File: config.mk
export PLATFORM = sky130hd
export DESIGN_NAME = bam_top
export DESIGN_NICKNAME = d
export VERILOG_FILES = /design/src/common/bam_cfg_pkg.sv /design/src/common/bam_tlp_pkg.sv /design/src/rtl/bam_beat_counter.sv /design/src/rtl/bam_cpl_hdr.sv /design/src/rtl/bam_ctrl_fsm.sv /design/src/rtl/bam_fifo.sv /design/src/rtl/bam_top.sv
export SDC_FILE = /design/constraint.sdc
export NUM_CORES = 2
export LEC_CHECK = 0
export BUFFER_PORTS_ARGS = -buffer_cell sky130_fd_sc_hd__buf_4
export CAP_MARGIN = 10
export CORE_UTILIZATION = 35
export DETAILED_ROUTE_END_ITERATION = 6
export PLACE_DENSITY = 0.56
export SYNTH_ARGS = -nofsm -noshare
export SYNTH_HDL_FRONTEND = slang
export SYNTH_SLANG_ARGS = --single-unit
File: constraint.sdc
create_clock -name clk -period 12.04 [get_ports clk]
set_input_delay 2.408 -clock clk [delete_from_list [all_inputs] [get_ports clk]]
set_output_delay 2.408 -clock clk [all_outputs]
set_load 0.005 [all_outputs]
File: src/common/bam_cfg_pkg.sv
/*
  Datapath sizing of the bridge. One dword per beat, dword aligned addresses.
  MAX_LEN bounds both the Avalon burst and the completion, with no splitting.
*/
package bam_cfg_pkg;

  // ------------------------------------------------------------
  // Datapath widths
  // ------------------------------------------------------------
  localparam int DATA_W = 32;  // One dword per beat
  localparam int ADDR_W = 32;  // Avalon byte address

  // ------------------------------------------------------------
  // Request length limits
  // ------------------------------------------------------------
  localparam int MAX_LEN = 16;                  // Longest burst in dwords
  localparam int LEN_W   = $clog2(MAX_LEN + 1); // Holds 0..MAX_LEN

  // ------------------------------------------------------------
  // Buffer depths
  // ------------------------------------------------------------
  localparam int RX_DEPTH = 32;      // Receive beats queued ahead of the FSM
  localparam int RD_DEPTH = MAX_LEN; // One full read burst

  // Payload dword
  typedef logic [DATA_W-1:0] dword_t;

  // Dword count, also used as Avalon burstcount
  typedef logic [LEN_W-1:0] len_t;

endpackage

File: src/common/bam_tlp_pkg.sv
/*
  Simplified request and completion header layouts, 64 bits each.
  Lengths are in dwords and must lie in 1..MAX_LEN.
*/
package bam_tlp_pkg;

  // Request kind, carried in the header MSB
  typedef enum logic [0:0] {
    REQ_WR = 1'b0,  // Posted memory write
    REQ_RD = 1'b1   // Memory read, needs a completion
  } req_kind_t;

  // Request header, rides on the sop beat
  typedef struct packed {
    req_kind_t                        kind;
    bam_cfg_pkg::len_t                length;       // Dwords
    logic [7:0]                       tag;
    logic [15:0]                      requester_id;
    logic [bam_cfg_pkg::ADDR_W-1:0]   address;      // Byte address, dword aligned
    logic [1:0]                       rsvd;
  } req_hdr_t;

  // Completion-with-data header
  typedef struct packed {
    logic [15:0]       completer_id;
    logic [15:0]       requester_id;
    logic [7:0]        tag;
    bam_cfg_pkg::len_t length;
    logic [6:0]        byte_count;   // Length in bytes, at most 64
    logic [6:0]        lower_addr;   // Low address bits of the request
    logic [2:0]        status;
    logic [1:0]        rsvd;
  } cpl_hdr_t;

  // ------------------------------------------------------------
  // Completion status codes
  // ------------------------------------------------------------
  localparam logic [2:0] CPL_SC = 3'd0;  // Successful completion

  // One receive stream beat as stored in the receive FIFO
  typedef struct packed {
    req_hdr_t            hdr;   // Valid on sop only
    bam_cfg_pkg::dword_t data;  // Ignored for reads
    logic                sop;
    logic                eop;
  } rx_beat_t;

endpackage

File: src/rtl/bam_beat_counter.sv
/*
  Dwords left in the current write burst, read burst or completion.
  Load wins over decrement. Decrement at zero is ignored.
*/
`timescale 1ns/1ns

module bam_beat_counter (
  input  logic              clk,
  input  logic              rst_n,
  input  logic              load_i,
  input  bam_cfg_pkg::len_t load_len_i,
  input  logic              dec_i,
  output logic              zero_o
);

  bam_cfg_pkg::len_t count;

  assign zero_o = (count == '0);  // Straight from the register

  always_ff @(posedge clk) begin
    if (!rst_n) begin
      count <= '0;
    end else if (load_i) begin
      count <= load_len_i;
    end else if (dec_i && !zero_o) begin
      count <= count - 1'b1;
    end
  end

endmodule

File: src/rtl/bam_cpl_hdr.sv
/*
  Completion header builder. Fields are taken from the read request on capture
  and hold until the next capture. Completer ID is passed through live.
*/
`timescale 1ns/1ns

module bam_cpl_hdr (
  input  logic                  clk,
  input  logic                  rst_n,
  input  logic                  capture_i,
  input  bam_tlp_pkg::req_hdr_t req_hdr_i,
  input  logic [15:0]           completer_id_i,
  output bam_tlp_pkg::cpl_hdr_t cpl_hdr_o
);

  logic [7:0]        tag_q;
  logic [15:0]       req_id_q;
  bam_cfg_pkg::len_t len_q;
  logic [6:0]        low_addr_q;

  always_ff @(posedge clk) begin
    if (!rst_n) begin
      tag_q      <= '0;
      req_id_q   <= '0;
      len_q      <= '0;
      low_addr_q <= '0;
    end else if (capture_i) begin
      tag_q      <= req_hdr_i.tag;
      req_id_q   <= req_hdr_i.requester_id;
      len_q      <= req_hdr_i.length;
      low_addr_q <= req_hdr_i.address[6:0];
    end
  end

  // ------------------------------------------------------------
  // Header assembly
  // ------------------------------------------------------------
  always_comb begin
    cpl_hdr_o              = '0;       // Reserved bits stay zero
    cpl_hdr_o.completer_id = completer_id_i;
    cpl_hdr_o.requester_id = req_id_q;
    cpl_hdr_o.tag          = tag_q;
    cpl_hdr_o.length       = len_q;
    cpl_hdr_o.byte_count   = {len_q, 2'b00};  // Dwords to bytes
    cpl_hdr_o.lower_addr   = low_addr_q;
    cpl_hdr_o.status       = bam_tlp_pkg::CPL_SC;
  end

endmodule

File: src/rtl/bam_ctrl_fsm.sv
/*
  One request at a time, in arrival order. Write data comes straight from the
  receive FIFO head, so avm_write_o drops while the next dword is missing.
*/
`timescale 1ns/1ns

module bam_ctrl_fsm (
  input  logic                           clk,
  input  logic                           rst_n,
  input  bam_tlp_pkg::rx_beat_t          rx_head_i,
  input  logic                           rx_empty_i,
  input  logic                           rd_empty_i,
  input  logic                           cnt_zero_i,
  input  logic                           avm_waitrequest_i,
  input  logic                           avm_readdatavalid_i,
  input  logic                           tx_ready_i,
  output logic                           rx_pop_o,
  output logic                           rd_push_o,
  output logic                           rd_pop_o,
  output logic                           cnt_load_o,
  output bam_cfg_pkg::len_t              cnt_len_o,
  output logic                           cnt_dec_o,
  output logic                           hdr_capture_o,
  output logic [bam_cfg_pkg::ADDR_W-1:0] avm_address_o,
  output logic                           avm_write_o,
  output bam_cfg_pkg::dword_t            avm_writedata_o,
  output logic                           avm_read_o,
  output bam_cfg_pkg::len_t              avm_burstcount_o,
  output logic                           tx_valid_o,
  output logic                           tx_sop_o,
  output logic                           tx_eop_o
);

  typedef enum logic [2:0] {
    IDLE,
    WR_BURST,
    RD_CMD,
    RD_DATA,
    CPL_TX
  } state_t;

  state_t                         state_q;
  state_t                         state_d;
  logic [bam_cfg_pkg::ADDR_W-1:0] addr_q;      // Burst address
  bam_cfg_pkg::len_t              burst_q;     // Burst length, also completion length
  logic                           sop_pend_q;  // First completion beat not yet sent
  logic                           head_sop;    // Request header waiting at FIFO head
  logic                           is_rd;
  logic                           wr_take;     // Write beat accepted by slave
  logic                           tx_take;     // Completion beat transferred

  assign head_sop = !rx_empty_i && rx_head_i.sop;
  assign is_rd    = (rx_head_i.hdr.kind == bam_tlp_pkg::REQ_RD);

  // ------------------------------------------------------------
  // Avalon master
  // ------------------------------------------------------------
  assign avm_address_o    = addr_q;
  assign avm_burstcount_o = burst_q;
  assign avm_writedata_o  = rx_head_i.data;
  assign avm_write_o      = (state_q == WR_BURST) && !rx_empty_i && !cnt_zero_i;
  assign avm_read_o       = (state_q == RD_CMD);
  assign wr_take          = avm_write_o && !avm_waitrequest_i;

  // Transmit stream, data is the read FIFO head
  assign tx_valid_o = (state_q == CPL_TX) && !rd_empty_i;
  assign tx_sop_o   = tx_valid_o && sop_pend_q;
  assign tx_eop_o   = tx_valid_o && cnt_zero_i;  // Count was reloaded with length - 1
  assign tx_take    = tx_valid_o && tx_ready_i;

  // FIFO control
  assign rd_push_o = (state_q == RD_DATA) && avm_readdatavalid_i && !cnt_zero_i;
  assign rd_pop_o  = tx_take;
  // Read header beat is consumed in IDLE, stray non-sop beats are flushed
  assign rx_pop_o  = wr_take ||
                     ((state_q == IDLE) && !rx_empty_i && (!rx_head_i.sop || is_rd));

  assign hdr_capture_o = (state_q == IDLE) && head_sop && is_rd;

  // Counter control
  assign cnt_load_o = ((state_q == IDLE) && head_sop) ||
                      ((state_q == RD_DATA) && cnt_zero_i);
  assign cnt_len_o  = (state_q == IDLE) ? rx_head_i.hdr.length : burst_q - 1'b1;
  assign cnt_dec_o  = wr_take || rd_push_o || (tx_take && !cnt_zero_i);

  // ------------------------------------------------------------
  // Next state
  // ------------------------------------------------------------
  always_comb begin
    state_d = state_q;
    case (state_q)
      IDLE:     if (head_sop) state_d = is_rd ? RD_CMD : WR_BURST;
      WR_BURST: if (cnt_zero_i) state_d = IDLE;          // Last beat taken
      RD_CMD:   if (!avm_waitrequest_i) state_d = RD_DATA;
      RD_DATA:  if (cnt_zero_i) state_d = CPL_TX;        // All dwords buffered
      CPL_TX:   if (tx_take && cnt_zero_i) state_d = IDLE;
      default:  state_d = IDLE;
    endcase
  end

  always_ff @(posedge clk) begin
    if (!rst_n) begin
      state_q    <= IDLE;
      sop_pend_q <= 1'b0;
    end else begin
      state_q <= state_d;
      if ((state_q == RD_DATA) && cnt_zero_i) begin
        sop_pend_q <= 1'b1;  // Entering CPL_TX
      end else if (tx_take) begin
        sop_pend_q <= 1'b0;
      end
    end
  end

  // Command registers, loaded when a request is decoded
  always_ff @(posedge clk) begin
    if ((state_q == IDLE) && head_sop) begin
      addr_q  <= rx_head_i.hdr.address;
      burst_q <= rx_head_i.hdr.length;
    end
  end

endmodule

File: src/rtl/bam_fifo.sv
/*
  Synchronous show-ahead FIFO, entry visible one cycle after its push.
  Push to full and pop from empty are dropped. DEPTH must be 2 or more.
*/
`timescale 1ns/1ns

module bam_fifo #(
  parameter type entry_t = logic [31:0],
  parameter int  DEPTH   = 16
) (
  input  logic   clk,
  input  logic   rst_n,
  input  logic   push_i,
  input  entry_t push_data_i,
  input  logic   pop_i,
  output entry_t head_o,
  output logic   full_o,
  output logic   empty_o
);

  localparam int PTR_W = $clog2(DEPTH);
  localparam int CNT_W = $clog2(DEPTH + 1);

  entry_t             mem [DEPTH];  // Storage, no reset
  logic [PTR_W-1:0]   wr_ptr;
  logic [PTR_W-1:0]   rd_ptr;
  logic [CNT_W-1:0]   count;        // Occupancy
  logic               do_push;
  logic               do_pop;

  assign full_o  = (count == CNT_W'(DEPTH));
  assign empty_o = (count == '0);
  assign do_push = push_i && !full_o;   // Drop on full
  assign do_pop  = pop_i && !empty_o;   // Drop on empty
  assign head_o  = mem[rd_ptr];         // Show-ahead head

  always_ff @(posedge clk) begin
    if (do_push) begin
      mem[wr_ptr] <= push_data_i;
    end
  end

  // ------------------------------------------------------------
  // Pointers and occupancy
  // ------------------------------------------------------------
  always_ff @(posedge clk) begin
    if (!rst_n) begin
      wr_ptr <= '0;
      rd_ptr <= '0;
      count  <= '0;
    end else begin
      if (do_push) begin
        wr_ptr <= (wr_ptr == PTR_W'(DEPTH - 1)) ? '0 : wr_ptr + 1'b1;  // Wrap for any depth
      end
      if (do_pop) begin
        rd_ptr <= (rd_ptr == PTR_W'(DEPTH - 1)) ? '0 : rd_ptr + 1'b1;
      end
      case ({do_push, do_pop})
        2'b10:   count <= count + 1'b1;
        2'b01:   count <= count - 1'b1;
        default: count <= count;  // Both or neither
      endcase
    end
  end

endmodule

File: src/rtl/bam_top.sv
/*
  Request stream to bursting Avalon-MM bridge. Writes are posted, reads return
  one completion of at most MAX_LEN dwords. Requests run strictly in order.
*/
`timescale 1ns/1ns

module bam_top (
  input  logic                           clk,
  input  logic                           rst_n,
  input  logic [15:0]                    completer_id_i,
  // Receive stream
  input  logic                           rx_valid_i,
  input  logic                           rx_sop_i,
  input  logic                           rx_eop_i,
  input  bam_tlp_pkg::req_hdr_t          rx_hdr_i,
  input  bam_cfg_pkg::dword_t            rx_data_i,
  output logic                           rx_ready_o,
  // Avalon-MM master
  output logic [bam_cfg_pkg::ADDR_W-1:0] avm_address_o,
  output logic                           avm_write_o,
  output bam_cfg_pkg::dword_t            avm_writedata_o,
  output logic                           avm_read_o,
  output bam_cfg_pkg::len_t              avm_burstcount_o,
  input  logic                           avm_waitrequest_i,
  input  bam_cfg_pkg::dword_t            avm_readdata_i,
  input  logic                           avm_readdatavalid_i,
  // Transmit stream
  output logic                           tx_valid_o,
  output logic                           tx_sop_o,
  output logic                           tx_eop_o,
  output bam_tlp_pkg::cpl_hdr_t          tx_hdr_o,
  output bam_cfg_pkg::dword_t            tx_data_o,
  input  logic                           tx_ready_i
);

  bam_tlp_pkg::rx_beat_t rx_beat;   // Incoming beat as stored
  bam_tlp_pkg::rx_beat_t rx_head;
  logic                  rx_full;
  logic                  rx_empty;
  logic                  rx_pop;
  logic                  rd_empty;
  logic                  rd_push;
  logic                  rd_pop;
  logic                  cnt_load;
  bam_cfg_pkg::len_t     cnt_len;
  logic                  cnt_dec;
  logic                  cnt_zero;
  logic                  hdr_capture;

  assign rx_beat    = '{hdr: rx_hdr_i, data: rx_data_i, sop: rx_sop_i, eop: rx_eop_i};
  assign rx_ready_o = !rx_full;

  // ------------------------------------------------------------
  // Buffers
  // ------------------------------------------------------------
  bam_fifo #(
    .entry_t (bam_tlp_pkg::rx_beat_t),
    .DEPTH   (bam_cfg_pkg::RX_DEPTH)
  ) rx_fifo (
    .clk         (clk),
    .rst_n       (rst_n),
    .push_i      (rx_valid_i && rx_ready_o),  // Beat transfers on valid and ready
    .push_data_i (rx_beat),
    .pop_i       (rx_pop),
    .head_o      (rx_head),
    .full_o      (rx_full),
    .empty_o     (rx_empty)
  );

  bam_fifo #(
    .entry_t (bam_cfg_pkg::dword_t),
    .DEPTH   (bam_cfg_pkg::RD_DEPTH)
  ) rd_fifo (
    .clk         (clk),
    .rst_n       (rst_n),
    .push_i      (rd_push),
    .push_data_i (avm_readdata_i),
    .pop_i       (rd_pop),
    .head_o      (tx_data_o),  // Completion payload
    .full_o      (),           // Sized for one burst
    .empty_o     (rd_empty)
  );

  // ------------------------------------------------------------
  // Control
  // ------------------------------------------------------------
  bam_ctrl_fsm u_ctrl (
    .clk                 (clk),
    .rst_n               (rst_n),
    .rx_head_i           (rx_head),
    .rx_empty_i          (rx_empty),
    .rd_empty_i          (rd_empty),
    .cnt_zero_i          (cnt_zero),
    .avm_waitrequest_i   (avm_waitrequest_i),
    .avm_readdatavalid_i (avm_readdatavalid_i),
    .tx_ready_i          (tx_ready_i),
    .rx_pop_o            (rx_pop),
    .rd_push_o           (rd_push),
    .rd_pop_o            (rd_pop),
    .cnt_load_o          (cnt_load),
    .cnt_len_o           (cnt_len),
    .cnt_dec_o           (cnt_dec),
    .hdr_capture_o       (hdr_capture),
    .avm_address_o       (avm_address_o),
    .avm_write_o         (avm_write_o),
    .avm_writedata_o     (avm_writedata_o),
    .avm_read_o          (avm_read_o),
    .avm_burstcount_o    (avm_burstcount_o),
    .tx_valid_o          (tx_valid_o),
    .tx_sop_o            (tx_sop_o),
    .tx_eop_o            (tx_eop_o)
  );

  bam_beat_counter u_cnt (
    .clk        (clk),
    .rst_n      (rst_n),
    .load_i     (cnt_load),
    .load_len_i (cnt_len),
    .dec_i      (cnt_dec),
    .zero_o     (cnt_zero)
  );

  bam_cpl_hdr u_cpl_hdr (
    .clk            (clk),
    .rst_n          (rst_n),
    .capture_i      (hdr_capture),
    .req_hdr_i      (rx_head.hdr),
    .completer_id_i (completer_id_i),
    .cpl_hdr_o      (tx_hdr_o)
  );

endmodule

# --- Word level (Yosys, flattened, before mapping) ---
# Memory sizes are Yosys's and may differ from the RTL's. A register that Yosys moved wholly into a read port is not among the register bits.
# Index checks and enable logic that the tools add are counted.
totals:
  reg_bits: 111
  ramBits: 3648
  inputBits: 152
  output_inout_bits: 171
  elab_cells: 116
  memories: 2
classes:
  n_addsub: 10
  n_eq_ne: 19
  n_mux: 26
  n_reduce_logical: 44
mem_list:
  columns: ["name", "words", "width", "rd", "rd_ports_with_merged_regs", "write_ports", "line_no", "source"]
  rows:
  - ["rx_fifo.mem", 32, 98, 1, 1, 1, "bam_fifo.sv:24", "entry_t mem [DEPTH];"]
  - ["rd_fifo.mem", 16, 32, 1, 1, 1, "bam_fifo.sv:24", null]
ops:
  columns: ["cell", "n"]
  rows:
  - ["5-bit 2-to-1 mux", 7]
  - ["1-bit logical AND", 23]
  - ["4-bit 2-to-1 mux", 4]
  - ["5-bit by 1-bit adder with 5-bit output (second input constant)", 3]
  - ["5-bit == test (second input constant)", 3]
  - ["3-bit 2-to-1 mux", 5]
  - ["3-bit one-hot mux with 5 select lines", 1]
  - ["5-bit by 1-bit subtractor with 5-bit output (second input constant)", 3]
  - ["6-bit one-hot mux with 2 select lines", 1]
  - ["5-bit logical NOT", 2]
  - ["5-bit one-hot mux with 2 select lines", 1]
  - ["4-bit by 1-bit adder with 4-bit output (second input constant)", 2]
  - ["4-bit == test (second input constant)", 2]
  - ["2-bit nonzero test", 4]
  - ["1-bit logical NOT", 7]
  - ["6-bit by 1-bit adder with 6-bit output (second input constant)", 1]
  - ["3-bit by 2-bit == test with 1-bit output (second input constant)", 2]
  - ["6-bit == test (second input constant)", 1]
  - ["6-bit logical NOT", 1]
  - ["1-bit 2-to-1 mux", 6]
  - ["2-bit by 1-bit inequality test with 1-bit output (second input constant)", 3]
  - ["6-bit by 1-bit subtractor with 6-bit output (second input constant)", 1]
  - ["1-bit logical OR", 5]
  - ["5-bit AND reduction", 1]
  - ["7 further kinds", 10]

# --- Logic depth before layout (Yosys ltp) ---
depth:
  depth_word: 10
  mapped_depth: 20
  ltp_nobuf: 15

# --- Cells and area by module ---
# From an unflattened synthesis, not the netlist that was laid out.
unflattened:
  cells_unflattened: 6608
  hier_area_um2: 143596.5
modules_own_cells:
  columns: ["module", "n_inst", "cells_per_inst", "area_each_um2", "seq_area_each_um2"]
  rows:
  - ["bam_fifo at rx_fifo", 1, 5469, 119383.2, 94590.7]
  - ["bam_fifo at rd_fifo", 1, 824, 20472.1, 15715.1]
  - ["bam_ctrl_fsm", 1, 132, 1829.3, 1191.1]
  - ["bam_cpl_hdr", 1, 144, 1602.8, 720.7]
  - ["bam_beat_counter", 1, 37, 299.0, 100.1]
  - ["bam_top", 1, 2, 10.0, 0.0]

# --- Least setup slack after synthesis ---
# No wires, ideal clock.
synth_path:
  kind: "input-to-reg"
  startpoint: "input rx_valid_i"
  endpoint: "memory rx_fifo.mem[13][10] (netlist name), enable pin"
  setup_ns: 0.550
  t_arrival_ns: 6.923
  t_required_ns: 11.490
  path_slack_ns: 4.567
  path_stages: 4
  path_buffers: 1
  cell_sequence: "and2_1 -> clkbuf_1 -> nand2_1 -> nor2_1"
synth_between:
  elab_chain_len: 4
synth_lines:
  columns: ["element", "line_no", "source"]
  rows:
  - ["start, declared", "bam_top.sv:12", "input logic rx_valid_i,"]
  - ["1-bit logical AND", "bam_top.sv:62", ".push_i (rx_valid_i && rx_ready_o),"]
  - ["1-bit logical AND", "bam_fifo.sv:33", "assign do_push = push_i && !full_o;"]
  - ["1-bit 2-to-1 mux", "bam_fifo.sv:38", "if (do_push) begin"]
  - ["1-bit 2-to-1 mux (implied by the code)", "bam_fifo.sv:39", "mem[wr_ptr] <= push_data_i;"]
  - ["end, declared", "bam_fifo.sv:24", null]
# Every way passes these cells.

==> run metrics <==
run status=completed; kind of cell adding the most delay to the critical path=multiplexers; count leader, synth=edfxtp_1; Seq cells post-synth=3672; sequential area share after synthesis=78.0%; initial drt markers=7001; internal power=23.1 mW; Reg clk slew, reported paths=0.05 ns; Core ar.=399000 µm²; Vias=62900; synthesized area per cell=24.7 µm²; final wirelength=353 mm; DRC=0; row count=232; die width=635 µm; first-pass GRT wire length=497 mm; Worst Setup Start Kind=register; EDFF count, synth=3589; pin count of the biggest net entering global routing=130; Post-CTS Setup Bufs=0; f_max=137 MHz; initial core utilization=35.1%; CTS Root Cell=clkbuf_16; post_cts resized=0; Hold Path Class=register to register; worst-margin pin slew=1.21 ns; IO Count=323; PwrDens=190 nW/µm²; Synth top cells by count=edfxtp_1 (3589), mux4_2 (1088), buf_2 (136); Crit-path slowest cell=dfxtp_4; Slew Viols, Final=0; CP endpoint kind=primary output; Sw Share=24.3%; # Max-Cap Violations=0; die area=403000 µm²; multi-input logic area=29000 µm²; clock sink count=3672; hold buffer count at cts=0; Yosys warnings=0; max_slew headroom=19.3%; R2R Setup Slk=6.59 ns; ANT nets after route=0; logic gate share of total power=15.7%; CP peak stage delay=0.93 ns; Final Hold Fails=0; Total GRT Usage=17.2%; Net count, final=6315; GRT Residual Overflow=0; critical path arrival=4.89 ns; vias per inst=5.36; Max FO, Critical Path=85; Layout Area Growth over Synthesis=14.3%; Syn Inst Count=5679; final setup violating endpoints=0; share of cells above drive strength 1=33.4%; Synth area leaders=edfxtp_1 (77%), mux4_2 (17%), dfxtp_1 (1.2%); H-tree depth=5; clock share of power=36.7%; first drt pass iteration count=5; worst path cell trace=buf_12, buf_12, mux4_2, mux4_2, mux2_2, buf_4; Clock Tree Buf Depth=4; Unique masters post-synth=68; WP buf/inv=3; gpl congestion=0.722; Util after Layout=40.2%; DR WL/cell=30.1 µm; Peak VDD IR=0.151 mV; initial antenna violation count=58; critical path class=register to primary output; post-synthesis cell type with the largest combined area=edfxtp_1; # fillers=34600; overall die height=635 µm; Sequential Area=109000 µm²; Post-Syn Area=140000 µm²; Flop pwr share=47.6%; min Tclk post-route=7.30 ns; CTS tree=done; ys flop type=edfxtp_1; post-DP HPWL=170 mm; final setup TNS=0 ns; fraction of registers with async set/reset=0%; Clock Latency Late Sink=0.97 ns; Worst EP required=9.63 ns; number of buffers created by CTS=382; port bufs=280; Lkg Pwr=48.3 nW; RSZ-0062 raised after global routing=no; clock skew=0.0984 ns; top-area cell type share of the netlist area=76.8%; vias in the first global route=64900; period utilization=60.6%; P_sw=7.41 mW
[routing by layer]
layer  share of wire [%]  global-route usage [%]  up-vias  wire, µm
met5               0.061                       0        -       217
met4                 2.4                    4.18       36      8430
met3                 6.7                    3.13      529     23800
met2                  50                    29.2     2128    178000
met1                  40                    23.0    34700    143000
li1                    -                       -    25400         -
[kinds of logic (layout without fill, tap and decap cells)]
logic type	after synthesis	after routing	synth area share (%)
AOI/OAI and AO/OA	127	127	0.706
muxes	1221	1221	18.5
DFF	3672	3672	78.0
xor gates and xnor gates	22	22	0.137
buffers and inverters	370	1131	1.55
adders and majority gates	23	23	0.210
and+or+nand+nor	243	243	0.862
other	1	25	0.00267
[final timing paths]
| check | start | cells past startpoint | end |
|---|---|---|---|
| setup / recovery | register | 6 | avm_writedata_o[23] |
| hold / removal | rx_fifo.rd_ptr[4]$_SDFFE_PN0N_ | 2 | register |
| setup reg to reg | register | 16 | rx_fifo.count[4]$_SDFFE_PN0P_ |
| hold reg to reg | rx_fifo.rd_ptr[4]$_SDFFE_PN0N_ | 2 | register |
[sequential cells by signal, indices dropped and copies added, names as in the netlist, 6 cells and up, named ones only]
register,flops
u_cpl_hdr.tag_q,8
rd_fifo.mem,512
rx_fifo.count,6
rx_fifo.mem,3040
u_cpl_hdr.low_addr_q,7
u_cpl_hdr.req_id_q,16
u_ctrl.avm_address_o,32
[worst reg2reg max path, cell delays in order (launching register included)]
cell	delay [ns]
dfxtp_4	0.74
buf_4	0.75
nor2b_1	0.11
a2111oi_0	0.48
a31oi_1	0.10
a41oi_2	0.72
and2_1	0.29
o31a_1	0.36
ha_1	0.53
xor2_1	0.13
ha_1	0.20
a21oi_1	0.25
nor3b_1	0.09
o21ai_0	0.19
a21oi_1	0.11
xor2_1	0.15
and2_1	0.15
[power by group through the flow]
stage | logic (mW) | clock network (mW) | registers, mW
after floorplan | 3.49 | 0 | 14.7
after detailed placement | 4.91 | 0 | 14.8
after CTS | 4.92 | 11.4 | 14.5
final | 4.78 | 11.2 | 14.5
after global placement | 4.88 | 0 | 14.8
after global routing | 5.13 | 11.9 | 14.5
[layout by cell type, fill, tap and decap left out, types with 18 or more instances in the layout]
master	count
mux2i_1	59
buf_4	400
nor2b_1	25
clkbuf_1	93
mux4_2	1088
edfxtp_1	3589
nor2_1	22
nor2_4	44
buf_12	21
dfxtp_1	74
clkinv_1	92
clkinv_2	65
nand2_1	70
o211a_1	24
clkbuf_16	386
inv_1	19
a21oi_1	22
ha_1	22
mux2_2	71
diode_2	18
[cell type report]
type,count,share of cell area (%)
Clock inverter,203,0.983
Timing Repair Buffer,421,2.14
Antenna cell,18,0.0281
Sequential cell,3672,68.3
Tap cell,5265,4.11
Multi-Input combinational cell,1643,18.1
Clock buffer,487,6.31
Inverter,20,0.0468
[per-stage QoR]
| step | instances | area [µm²] | setup WS, ns | hold slack (ns) | power, mW |
|---|---|---|---|---|---|
| final | 11700 | 160000 | 4.74 | 0.480 | 30.5 |
| after global routing | 11700 | 160000 | 4.43 | 0.521 | 31.6 |
| after CTS | 11700 | 160000 | 4.57 | 0.485 | 30.9 |
| after detailed placement | 11000 | 149000 | 5.33 | 0.470 | 19.7 |
| after global placement | 11000 | 149000 | 5.38 | 0.481 | 19.7 |
| after floorplan | 5685 | 140000 | 4.57 | 0.455 | 18.2 |
(Power assumes the default switching activity.)
